### config.mk
export PLATFORM = sky130hd
export DESIGN_NAME = decimation_chain
export DESIGN_NICKNAME = d
export VERILOG_FILES = /design/src/decim_pkg.sv /design/src/sample_stream_if.sv /design/src/offset_calibrator.sv /design/src/stream_decimator.sv /design/src/output_fifo.sv /design/src/decimation_chain.sv
export VERILOG_INCLUDE_DIRS = /design/src
export SDC_FILE = /design/constraint.sdc
export NUM_CORES = 1
export LEC_CHECK = 0
export ABC_CLOCK_PERIOD_IN_PS = 4800
export BUFFER_PORTS_ARGS = -buffer_cell sky130_fd_sc_hd__buf_2
export CORE_MARGIN = 2
export CORE_UTILIZATION = 31
export CTS_BUF_LIST = sky130_fd_sc_hd__clkbuf_4
export DETAILED_ROUTE_END_ITERATION = 8
export SYNTH_ARGS = -nofsm -noshare
export SYNTH_HDL_FRONTEND = slang
export SYNTH_HIERARCHICAL = 1
export SYNTH_SLANG_ARGS = --single-unit
### constraint.sdc
create_clock -name clock -period 4.8 [get_ports clock]
set_input_delay 0.24 -clock clock [delete_from_list [all_inputs] [get_ports clock]]
set_output_delay 0.24 -clock clock [all_outputs]
set_load 0.01 [all_outputs]
### src/decim_defines.svh
// ==========================================================
// Build-time sizes for the decimation chain.
// DECIM_FIFO_DEPTH must be a power of two so that the FIFO
// pointers wrap on their own.
// DECIM_MAX_SHIFT bounds the block size at 2^DECIM_MAX_SHIFT
// and widens the accumulators by the same number of bits.
// ==========================================================

`ifndef DECIM_DEFINES_SVH
`define DECIM_DEFINES_SVH

// Width of one signed sample in bits
`define DECIM_SAMPLE_WIDTH 16

// Number of interleaved channels sharing the stream
`define DECIM_N_CHANNELS 4

// Largest decimation exponent, a factor of up to 16
`define DECIM_MAX_SHIFT 4

// Entries in the output FIFO
`define DECIM_FIFO_DEPTH 4

`endif

### src/decim_pkg.sv
// ==========================================================
// Types shared by the decimation chain stages.
// Widths follow the macros in decim_defines.svh.
// accum_t holds a full block sum of 2^DECIM_MAX_SHIFT
// samples without overflow.
// ==========================================================

`default_nettype none

`include "decim_defines.svh"

package decim_pkg;

    typedef logic signed [`DECIM_SAMPLE_WIDTH-1:0] sample_t;

    typedef logic signed [`DECIM_SAMPLE_WIDTH+`DECIM_MAX_SHIFT-1:0] accum_t;

    typedef logic [$clog2(`DECIM_N_CHANNELS)-1:0] channel_t;

    // Holds every exponent from 0 up to DECIM_MAX_SHIFT
    typedef logic [$clog2(`DECIM_MAX_SHIFT+1)-1:0] shift_t;

    typedef enum logic {
        DECIM_PICK,
        DECIM_AVERAGE
    } decim_mode_t;

endpackage

`default_nettype wire

### src/sample_stream_if.sv
// ==========================================================
// One tagged sample stream with a valid/ready handshake.
// A transfer takes place on a clock edge with valid and
// ready both high. The source keeps valid, data and channel
// stable until that transfer.
// ==========================================================

`default_nettype none

interface sample_stream_if import decim_pkg::*; ();

    logic     valid;
    sample_t  data;
    channel_t channel;
    logic     ready;

    modport source (output valid, output data, output channel, input ready);

    modport sink (input valid, input data, input channel, output ready);

endinterface

`default_nettype wire

### src/offset_calibrator.sv
// ==========================================================
// First stage of the chain. Subtracts a per-channel offset
// and clamps the result to the signed sample range.
// An offset written at edge N applies to samples accepted
// from edge N+1 on. Offsets clear to zero on reset.
// Latency is one cycle through a single output register.
// ==========================================================

`default_nettype none

`include "decim_defines.svh"

module offset_calibrator import decim_pkg::*; (
    input  logic     clock,
    input  logic     reset,
    input  logic     cfg_write,
    input  channel_t cfg_channel,
    input  sample_t  cfg_offset,
    input  logic     in_valid,
    input  sample_t  in_data,
    input  channel_t in_channel,
    output logic     in_ready,
    sample_stream_if.source calibrated
);

    localparam int SW = `DECIM_SAMPLE_WIDTH;
    localparam sample_t SAMPLE_MAX = sample_t'({1'b0, {(SW-1){1'b1}}});
    localparam sample_t SAMPLE_MIN = sample_t'({1'b1, {(SW-1){1'b0}}});

    sample_t offset_table [`DECIM_N_CHANNELS];

    logic signed [SW:0] difference;
    sample_t clamped;
    logic accept;

    // The output register is free when empty or when it drains this cycle
    assign in_ready = !calibrated.valid || calibrated.ready;
    assign accept = in_valid && in_ready;

    // One extra bit keeps the raw difference exact
    assign difference = in_data - offset_table[in_channel];

    always_comb begin
        if (difference[SW] != difference[SW-1]) begin
            clamped = difference[SW] ? SAMPLE_MIN : SAMPLE_MAX;
        end else begin
            clamped = difference[SW-1:0];
        end
    end

    always_ff @(posedge clock) begin
        if (!reset) begin
            for (int i = 0; i < `DECIM_N_CHANNELS; i++) begin
                offset_table[i] <= '0;
            end
            calibrated.valid <= 1'b0;
        end else begin
            if (cfg_write) begin
                offset_table[cfg_channel] <= cfg_offset;
            end
            if (accept) begin
                calibrated.valid <= 1'b1;
            end else if (calibrated.ready) begin
                calibrated.valid <= 1'b0;
            end
        end
    end

    always_ff @(posedge clock) begin
        if (accept) begin
            calibrated.data    <= clamped;
            calibrated.channel <= in_channel;
        end
    end

    // A stalled sample must wait unchanged for the decimator
    stall_hold : assert property (@(posedge clock) disable iff (!reset)
        calibrated.valid && !calibrated.ready |=>
            calibrated.valid && $stable(calibrated.data) && $stable(calibrated.channel));

endmodule

`default_nettype wire

### src/stream_decimator.sv
// ==========================================================
// Second stage of the chain. Each channel keeps its own
// sample count and block sum. Every 2^shift samples it
// forwards either the last sample or the block sum shifted
// right arithmetically by shift.
// mode and shift may change only with no samples in flight.
// A change clears all counts and sums.
// ==========================================================

`default_nettype none

`include "decim_defines.svh"

module stream_decimator import decim_pkg::*; (
    input  logic        clock,
    input  logic        reset,
    input  decim_mode_t mode,
    input  shift_t      shift,
    sample_stream_if.sink   calibrated,
    sample_stream_if.source decimated
);

    localparam int COUNT_W = `DECIM_MAX_SHIFT;

    logic [COUNT_W-1:0] count_table [`DECIM_N_CHANNELS];
    accum_t             accum_table [`DECIM_N_CHANNELS];

    decim_mode_t mode_q;
    shift_t      shift_q;

    channel_t           channel;
    logic               accept;
    logic               config_changed;
    logic               block_done;
    logic [COUNT_W-1:0] count_current;
    logic [COUNT_W-1:0] block_last;
    accum_t             accum_current;
    accum_t             block_sum;
    sample_t            block_result;

    assign calibrated.ready = !decimated.valid || decimated.ready;
    assign accept = calibrated.valid && calibrated.ready;
    assign channel = calibrated.channel;

    // A new setting discards whatever partial blocks are stored
    assign config_changed = (mode != mode_q) || (shift != shift_q);
    assign count_current = config_changed ? '0 : count_table[channel];
    assign accum_current = config_changed ? '0 : accum_table[channel];

    // Index of the last sample in a block, 2^shift - 1
    assign block_last = ~({COUNT_W{1'b1}} << shift);
    assign block_done = (count_current == block_last);

    assign block_sum = accum_current + accum_t'(calibrated.data);

    always_comb begin
        if (mode == DECIM_AVERAGE) begin
            block_result = sample_t'(block_sum >>> shift);
        end else begin
            block_result = calibrated.data;
        end
    end

    always_ff @(posedge clock) begin
        if (!reset) begin
            for (int i = 0; i < `DECIM_N_CHANNELS; i++) begin
                count_table[i] <= '0;
                accum_table[i] <= '0;
            end
            mode_q <= DECIM_PICK;
            shift_q <= '0;
            decimated.valid <= 1'b0;
        end else begin
            mode_q <= mode;
            shift_q <= shift;
            if (config_changed) begin
                for (int i = 0; i < `DECIM_N_CHANNELS; i++) begin
                    count_table[i] <= '0;
                    accum_table[i] <= '0;
                end
            end
            if (decimated.ready) begin
                decimated.valid <= 1'b0;
            end
            // The accepted channel overrides the clear above
            if (accept) begin
                if (block_done) begin
                    count_table[channel] <= '0;
                    accum_table[channel] <= '0;
                    decimated.valid <= 1'b1;
                end else begin
                    count_table[channel] <= count_current + 1'b1;
                    accum_table[channel] <= (mode == DECIM_AVERAGE) ? block_sum : '0;
                end
            end
        end
    end

    always_ff @(posedge clock) begin
        if (accept && block_done) begin
            decimated.data    <= block_result;
            decimated.channel <= channel;
        end
    end

    shift_in_range : assert property (@(posedge clock) disable iff (!reset)
        shift <= shift_t'(`DECIM_MAX_SHIFT));

    stall_hold : assert property (@(posedge clock) disable iff (!reset)
        decimated.valid && !decimated.ready |=>
            decimated.valid && $stable(decimated.data) && $stable(decimated.channel));

endmodule

`default_nettype wire

### src/output_fifo.sv
// ==========================================================
// Third stage of the chain. A synchronous FIFO that absorbs
// consumer stalls. An entry written at edge N is visible on
// the outputs after edge N. A write and a read can happen
// in the same cycle, but a full FIFO accepts no write even
// while it is being read.
// ==========================================================

`default_nettype none

`include "decim_defines.svh"

module output_fifo import decim_pkg::*; (
    input  logic     clock,
    input  logic     reset,
    sample_stream_if.sink decimated,
    output logic     out_valid,
    output sample_t  out_data,
    output channel_t out_channel,
    input  logic     out_ready
);

    localparam int DEPTH = `DECIM_FIFO_DEPTH;
    localparam int PTR_W = $clog2(DEPTH);

    sample_t  data_mem    [DEPTH];
    channel_t channel_mem [DEPTH];

    logic [PTR_W-1:0] write_ptr;
    logic [PTR_W-1:0] read_ptr;
    logic [PTR_W:0]   count;
    logic             full;
    logic             push;
    logic             pop;

    assign full = (count == (PTR_W+1)'(DEPTH));
    assign decimated.ready = !full;

    // Head entry drives the consumer side
    assign out_valid   = (count != '0);
    assign out_data    = data_mem[read_ptr];
    assign out_channel = channel_mem[read_ptr];

    assign push = decimated.valid && decimated.ready;
    assign pop  = out_valid && out_ready;

    always_ff @(posedge clock) begin
        if (!reset) begin
            write_ptr <= '0;
            read_ptr <= '0;
            count <= '0;
        end else begin
            if (push) begin
                write_ptr <= write_ptr + 1'b1;
            end
            if (pop) begin
                read_ptr <= read_ptr + 1'b1;
            end
            if (push && !pop) begin
                count <= count + 1'b1;
            end else if (pop && !push) begin
                count <= count - 1'b1;
            end
        end
    end

    always_ff @(posedge clock) begin
        if (push) begin
            data_mem[write_ptr]    <= decimated.data;
            channel_mem[write_ptr] <= decimated.channel;
        end
    end

    // A write into a full buffer would push the occupancy past the depth
    // or let the pointer distance drift away from it
    no_write_when_full : assert property (@(posedge clock) disable iff (!reset)
        (count <= (PTR_W+1)'(DEPTH)) &&
            (PTR_W'(write_ptr - read_ptr) == count[PTR_W-1:0]));

endmodule

`default_nettype wire

### src/decimation_chain.sv
// ==========================================================
// Top level of the multichannel decimation chain.
// Stages in order are offset calibration, decimation and
// an output FIFO, linked by valid/ready streams.
// mode and shift are levels that may change only when no
// samples are in flight.
// ==========================================================

`default_nettype none

module decimation_chain import decim_pkg::*; (
    input  logic        clock,
    input  logic        reset,
    input  logic        in_valid,
    input  sample_t     in_data,
    input  channel_t    in_channel,
    output logic        in_ready,
    input  logic        cfg_write,
    input  channel_t    cfg_channel,
    input  sample_t     cfg_offset,
    input  decim_mode_t mode,
    input  shift_t      shift,
    output logic        out_valid,
    output sample_t     out_data,
    output channel_t    out_channel,
    input  logic        out_ready
);

    sample_stream_if calibrated ();
    sample_stream_if decimated ();

    offset_calibrator i_offset_calibrator (
        .clock       (clock),
        .reset       (reset),
        .cfg_write   (cfg_write),
        .cfg_channel (cfg_channel),
        .cfg_offset  (cfg_offset),
        .in_valid    (in_valid),
        .in_data     (in_data),
        .in_channel  (in_channel),
        .in_ready    (in_ready),
        .calibrated  (calibrated.source)
    );

    stream_decimator i_stream_decimator (
        .clock      (clock),
        .reset      (reset),
        .mode       (mode),
        .shift      (shift),
        .calibrated (calibrated.sink),
        .decimated  (decimated.source)
    );

    output_fifo i_output_fifo (
        .clock       (clock),
        .reset       (reset),
        .decimated   (decimated.sink),
        .out_valid   (out_valid),
        .out_data    (out_data),
        .out_channel (out_channel),
        .out_ready   (out_ready)
    );

endmodule

`default_nettype wire

==> results.md <==
* Yosys reg bits at 283
* Post-CTS Setup Bufs at 0
* Site Rows at 79
* Tightest Pin Transition at 1.23 ns
* Status: complete, no violations
* Synth warn at 6
* Port bufs at 64
* DR pass1 iterations at 7
* Syn Inst Count at 1092
* Synth area leader: edfxtp_1
* Fin crit share at 88.2%
* Drt total wl at 34.2 mm
* CP arrival at 4.67 ns
* DRC at 0
* Period minus WS final at 4.23 ns
* CTS Root Cell: clkbuf_4
* Initial antenna violation count at 3
* DP HPWL at 24.0 mm
* Area of the core at 46500 um2
* FFs w/ async S/R, synth at 0%
* Clock Path Buffers at 3
* RSZ-0062 raised after global routing: false
* Total of max-cap violations at 0
* Initial Util at 31.3%
* Max IR drop VDD at 0.198 mV
* Netlist cell types at 80
* Die Width at 221 um
* Final Wtd Congestion at 0.867
* Post-Syn Area at 14500 um2
* Fin Clk Skew at 0.0519 ns
* Reg clk slew, reported paths at 0.07 ns
* CTS hold repair buffers at 21
* Vias per inst at 4.97
* CP Data Required Time at 5.24 ns
* Synth top area share at 55.4%
* Slew margin rel. at 17.9%
* Slew Viols, Final at 0
* Die Span Y at 221 um
* Synth top area cells: edfxtp_1 (55%), mux4_2 (8.2%), ha_1 (3.5%), nor2_1 (3.3%), and2_1 (2.7%)
* CTS tree: built
* Layout cells sized above 1 at 23.0%
* Nets at 1304
* Area after DPL at 15500 um2
* Ports at 65
* Most numerous cell in the Yosys netlist: edfxtp_1
* Critical path class: reg2reg
* Final hold violation count at 0
* Maximum operating frequency at 236 MHz
* Post-route design area at 16700 um2
* GR Util All Layers at 14.5%
* Average cell area after synthesis at 13.3 um2
* Worst setup SP type: flop
* Total grt overflow at 0
* Die area at 48600 um2
* Post-DRT Antenna Nets at 0
* Post-cts sizing count at 0
* Largest net degree at the start of global routing at 36
* Crit end category: flop
* Power per cell area at 378 nW/um2
* H-Tree Depth at 3
* Commonest cells post-synth: edfxtp_1 (268), nor2_1 (128), and2_1 (63), nand2_1 (58), mux4_2 (53)
* Setup TNS at 0 ns
* Crit path max fanout at 32
* Synth-to-Final Area Change at 14.6%
* Number of flops mapped to enable cells by yosys at 268
* Leakage power at 6.25 nW
* Worst-skew pair later-pin latency at 0.74 ns
* First-pass GRT wire length at 53.4 mm
* Via count at 9361
* Setup violators final at 0
* Drt initial violations at 719
* Syn Nets at 1181
* Hold crit path type: in2reg
* CTS Buf Count at 73
* CTS sink count at 283
* Synth Flop Type: edfxtp_1
* Avg WL per Cell at 18.2 um
* Vias in the first global route at 9600
* Sequential fraction of the synthesis area at 57.4%
-- registers in the layout (all words and copies together) (netlist names), 2 cells and up, named ones only --
name                                    flops
i_offset_calibrator/calibrated.data        16
i_offset_calibrator/calibrated.channel      2
i_stream_decimator/accum_table             80
i_stream_decimator/decimated.channel        2
i_output_fifo/data_mem                     64
i_offset_calibrator/offset_table           64
i_stream_decimator/count_table             16
i_stream_decimator/decimated.data          16
i_output_fifo/count                         3
i_output_fifo/channel_mem                   8
i_output_fifo/write_ptr                     2
i_stream_decimator/shift_q                  3
i_output_fifo/read_ptr                      2
-- where the power goes --
part           switching, W  internal (W)
sequential         0.000111       0.00285
combinational      0.000704      0.000558
clock              0.000955       0.00112
total               0.00177       0.00452
-- routing by layer --
metal  up-vias  part of all wire (%)  GRT usage [%]
met3        76                   5.7           3.26
met5         -                     0              0
met4         0                   3.5           7.13
li1       4428                     -              -
met2       278                    48           23.5
met1      4579                    43           18.3
-- final timing paths --
path	from	to	slack [ns]	cells past startpoint
setup / recovery	i_offset_calibrator/calibrated.channel[0]	i_stream_decimator/decimated.data[11]	0.57	12
hold / removal	cfg_channel[0]	i_offset_calibrator/offset_table[2][2]	0.1	2
setup reg to reg	i_offset_calibrator/calibrated.channel[0]	i_stream_decimator/decimated.data[11]	0.57	12
hold reg to reg	i_stream_decimator/decimated.data[1]	i_output_fifo/data_mem[2][1]	0.47	0
-- cell usage in the layout (no fill, tap or decap), types with 8 or more instances in the layout --
master         Yosys  final
a21oi_1           37     37
maj3_2             9      9
xnor2_1           23     23
nand2_1           58     58
o21ai_0           25     24
nor2_1           128    128
mux4_2            53     53
and3_1            21     21
clkinv_1           1     13
mux2i_1           15     15
buf_4              0     19
nor2b_1           28     28
buf_2             14     64
nor3_1            11     11
inv_1             39     39
o221ai_1           9      9
mux4_1             8      8
clkbuf_4           0    112
xor2_1            13     13
a211oi_1          12     12
dlygate4sd3_1      0     21
ha_1              41     41
o211ai_1          10     10
nand2b_1          16     16
dfxtp_1           15     15
edfxtp_1         268    268
a21o_1            15     15
nand3_1           15     15
and2_1            63     63
-- area by class of cell --
cell class / count / area, um2
Inverter: 40 / 150
Clock inverter: 19 / 108
Fill cell: 4548 / 29800
Multi-Input combinational cell: 712 / 5760
Sequential cell: 283 / 8350
Tap cell: 607 / 759
Antenna cell: 4 / 10.0
Clock buffer: 112 / 841
Timing Repair Buffer: 105 / 693
-- cell families (layout without fill, tap and decap cells) --
family	Yosys count	count (layout)	synth area share (%)
buf+inv	97	276	2.98
xor+xnor	37	37	2.28
other cells	0	4	0
simple gates	370	370	12.9
compound gates	164	164	8.25
fa+ha+maj	59	59	5.05
flops	283	283	57.4
mux	82	82	11.2
-- worst max-delay path, cell delays in order (launching register included) --
cell       delay [ns]
edfxtp_1         0.41
buf_12           0.26
mux4_2           0.52
nor2b_1          0.17
fa_1             0.43
a211oi_1         0.48
o211ai_2         0.25
a2111oi_1        0.41
a211oi_1         0.11
xor2_1           0.21
mux4_2           0.53
nand3_1          0.10
o211ai_1         0.09
-- metrics by stage --
stage	power, W	hold WS (ns)	worst slack, ns	util [%]	std cells
floorplan	0.00391	0.339	0.553	-	1092
global placement	0.00425	0.470	0.647	33.4	1726
detailed placement	0.00427	0.487	0.584	33.4	1726
CTS	0.00639	0.0302	0.577	35.9	1878
global route	0.00664	0.0431	0.213	35.9	1882
finish	0.00629	0.0953	0.567	35.9	1882
No activity file was read; power rests on OpenSTA's default activity.
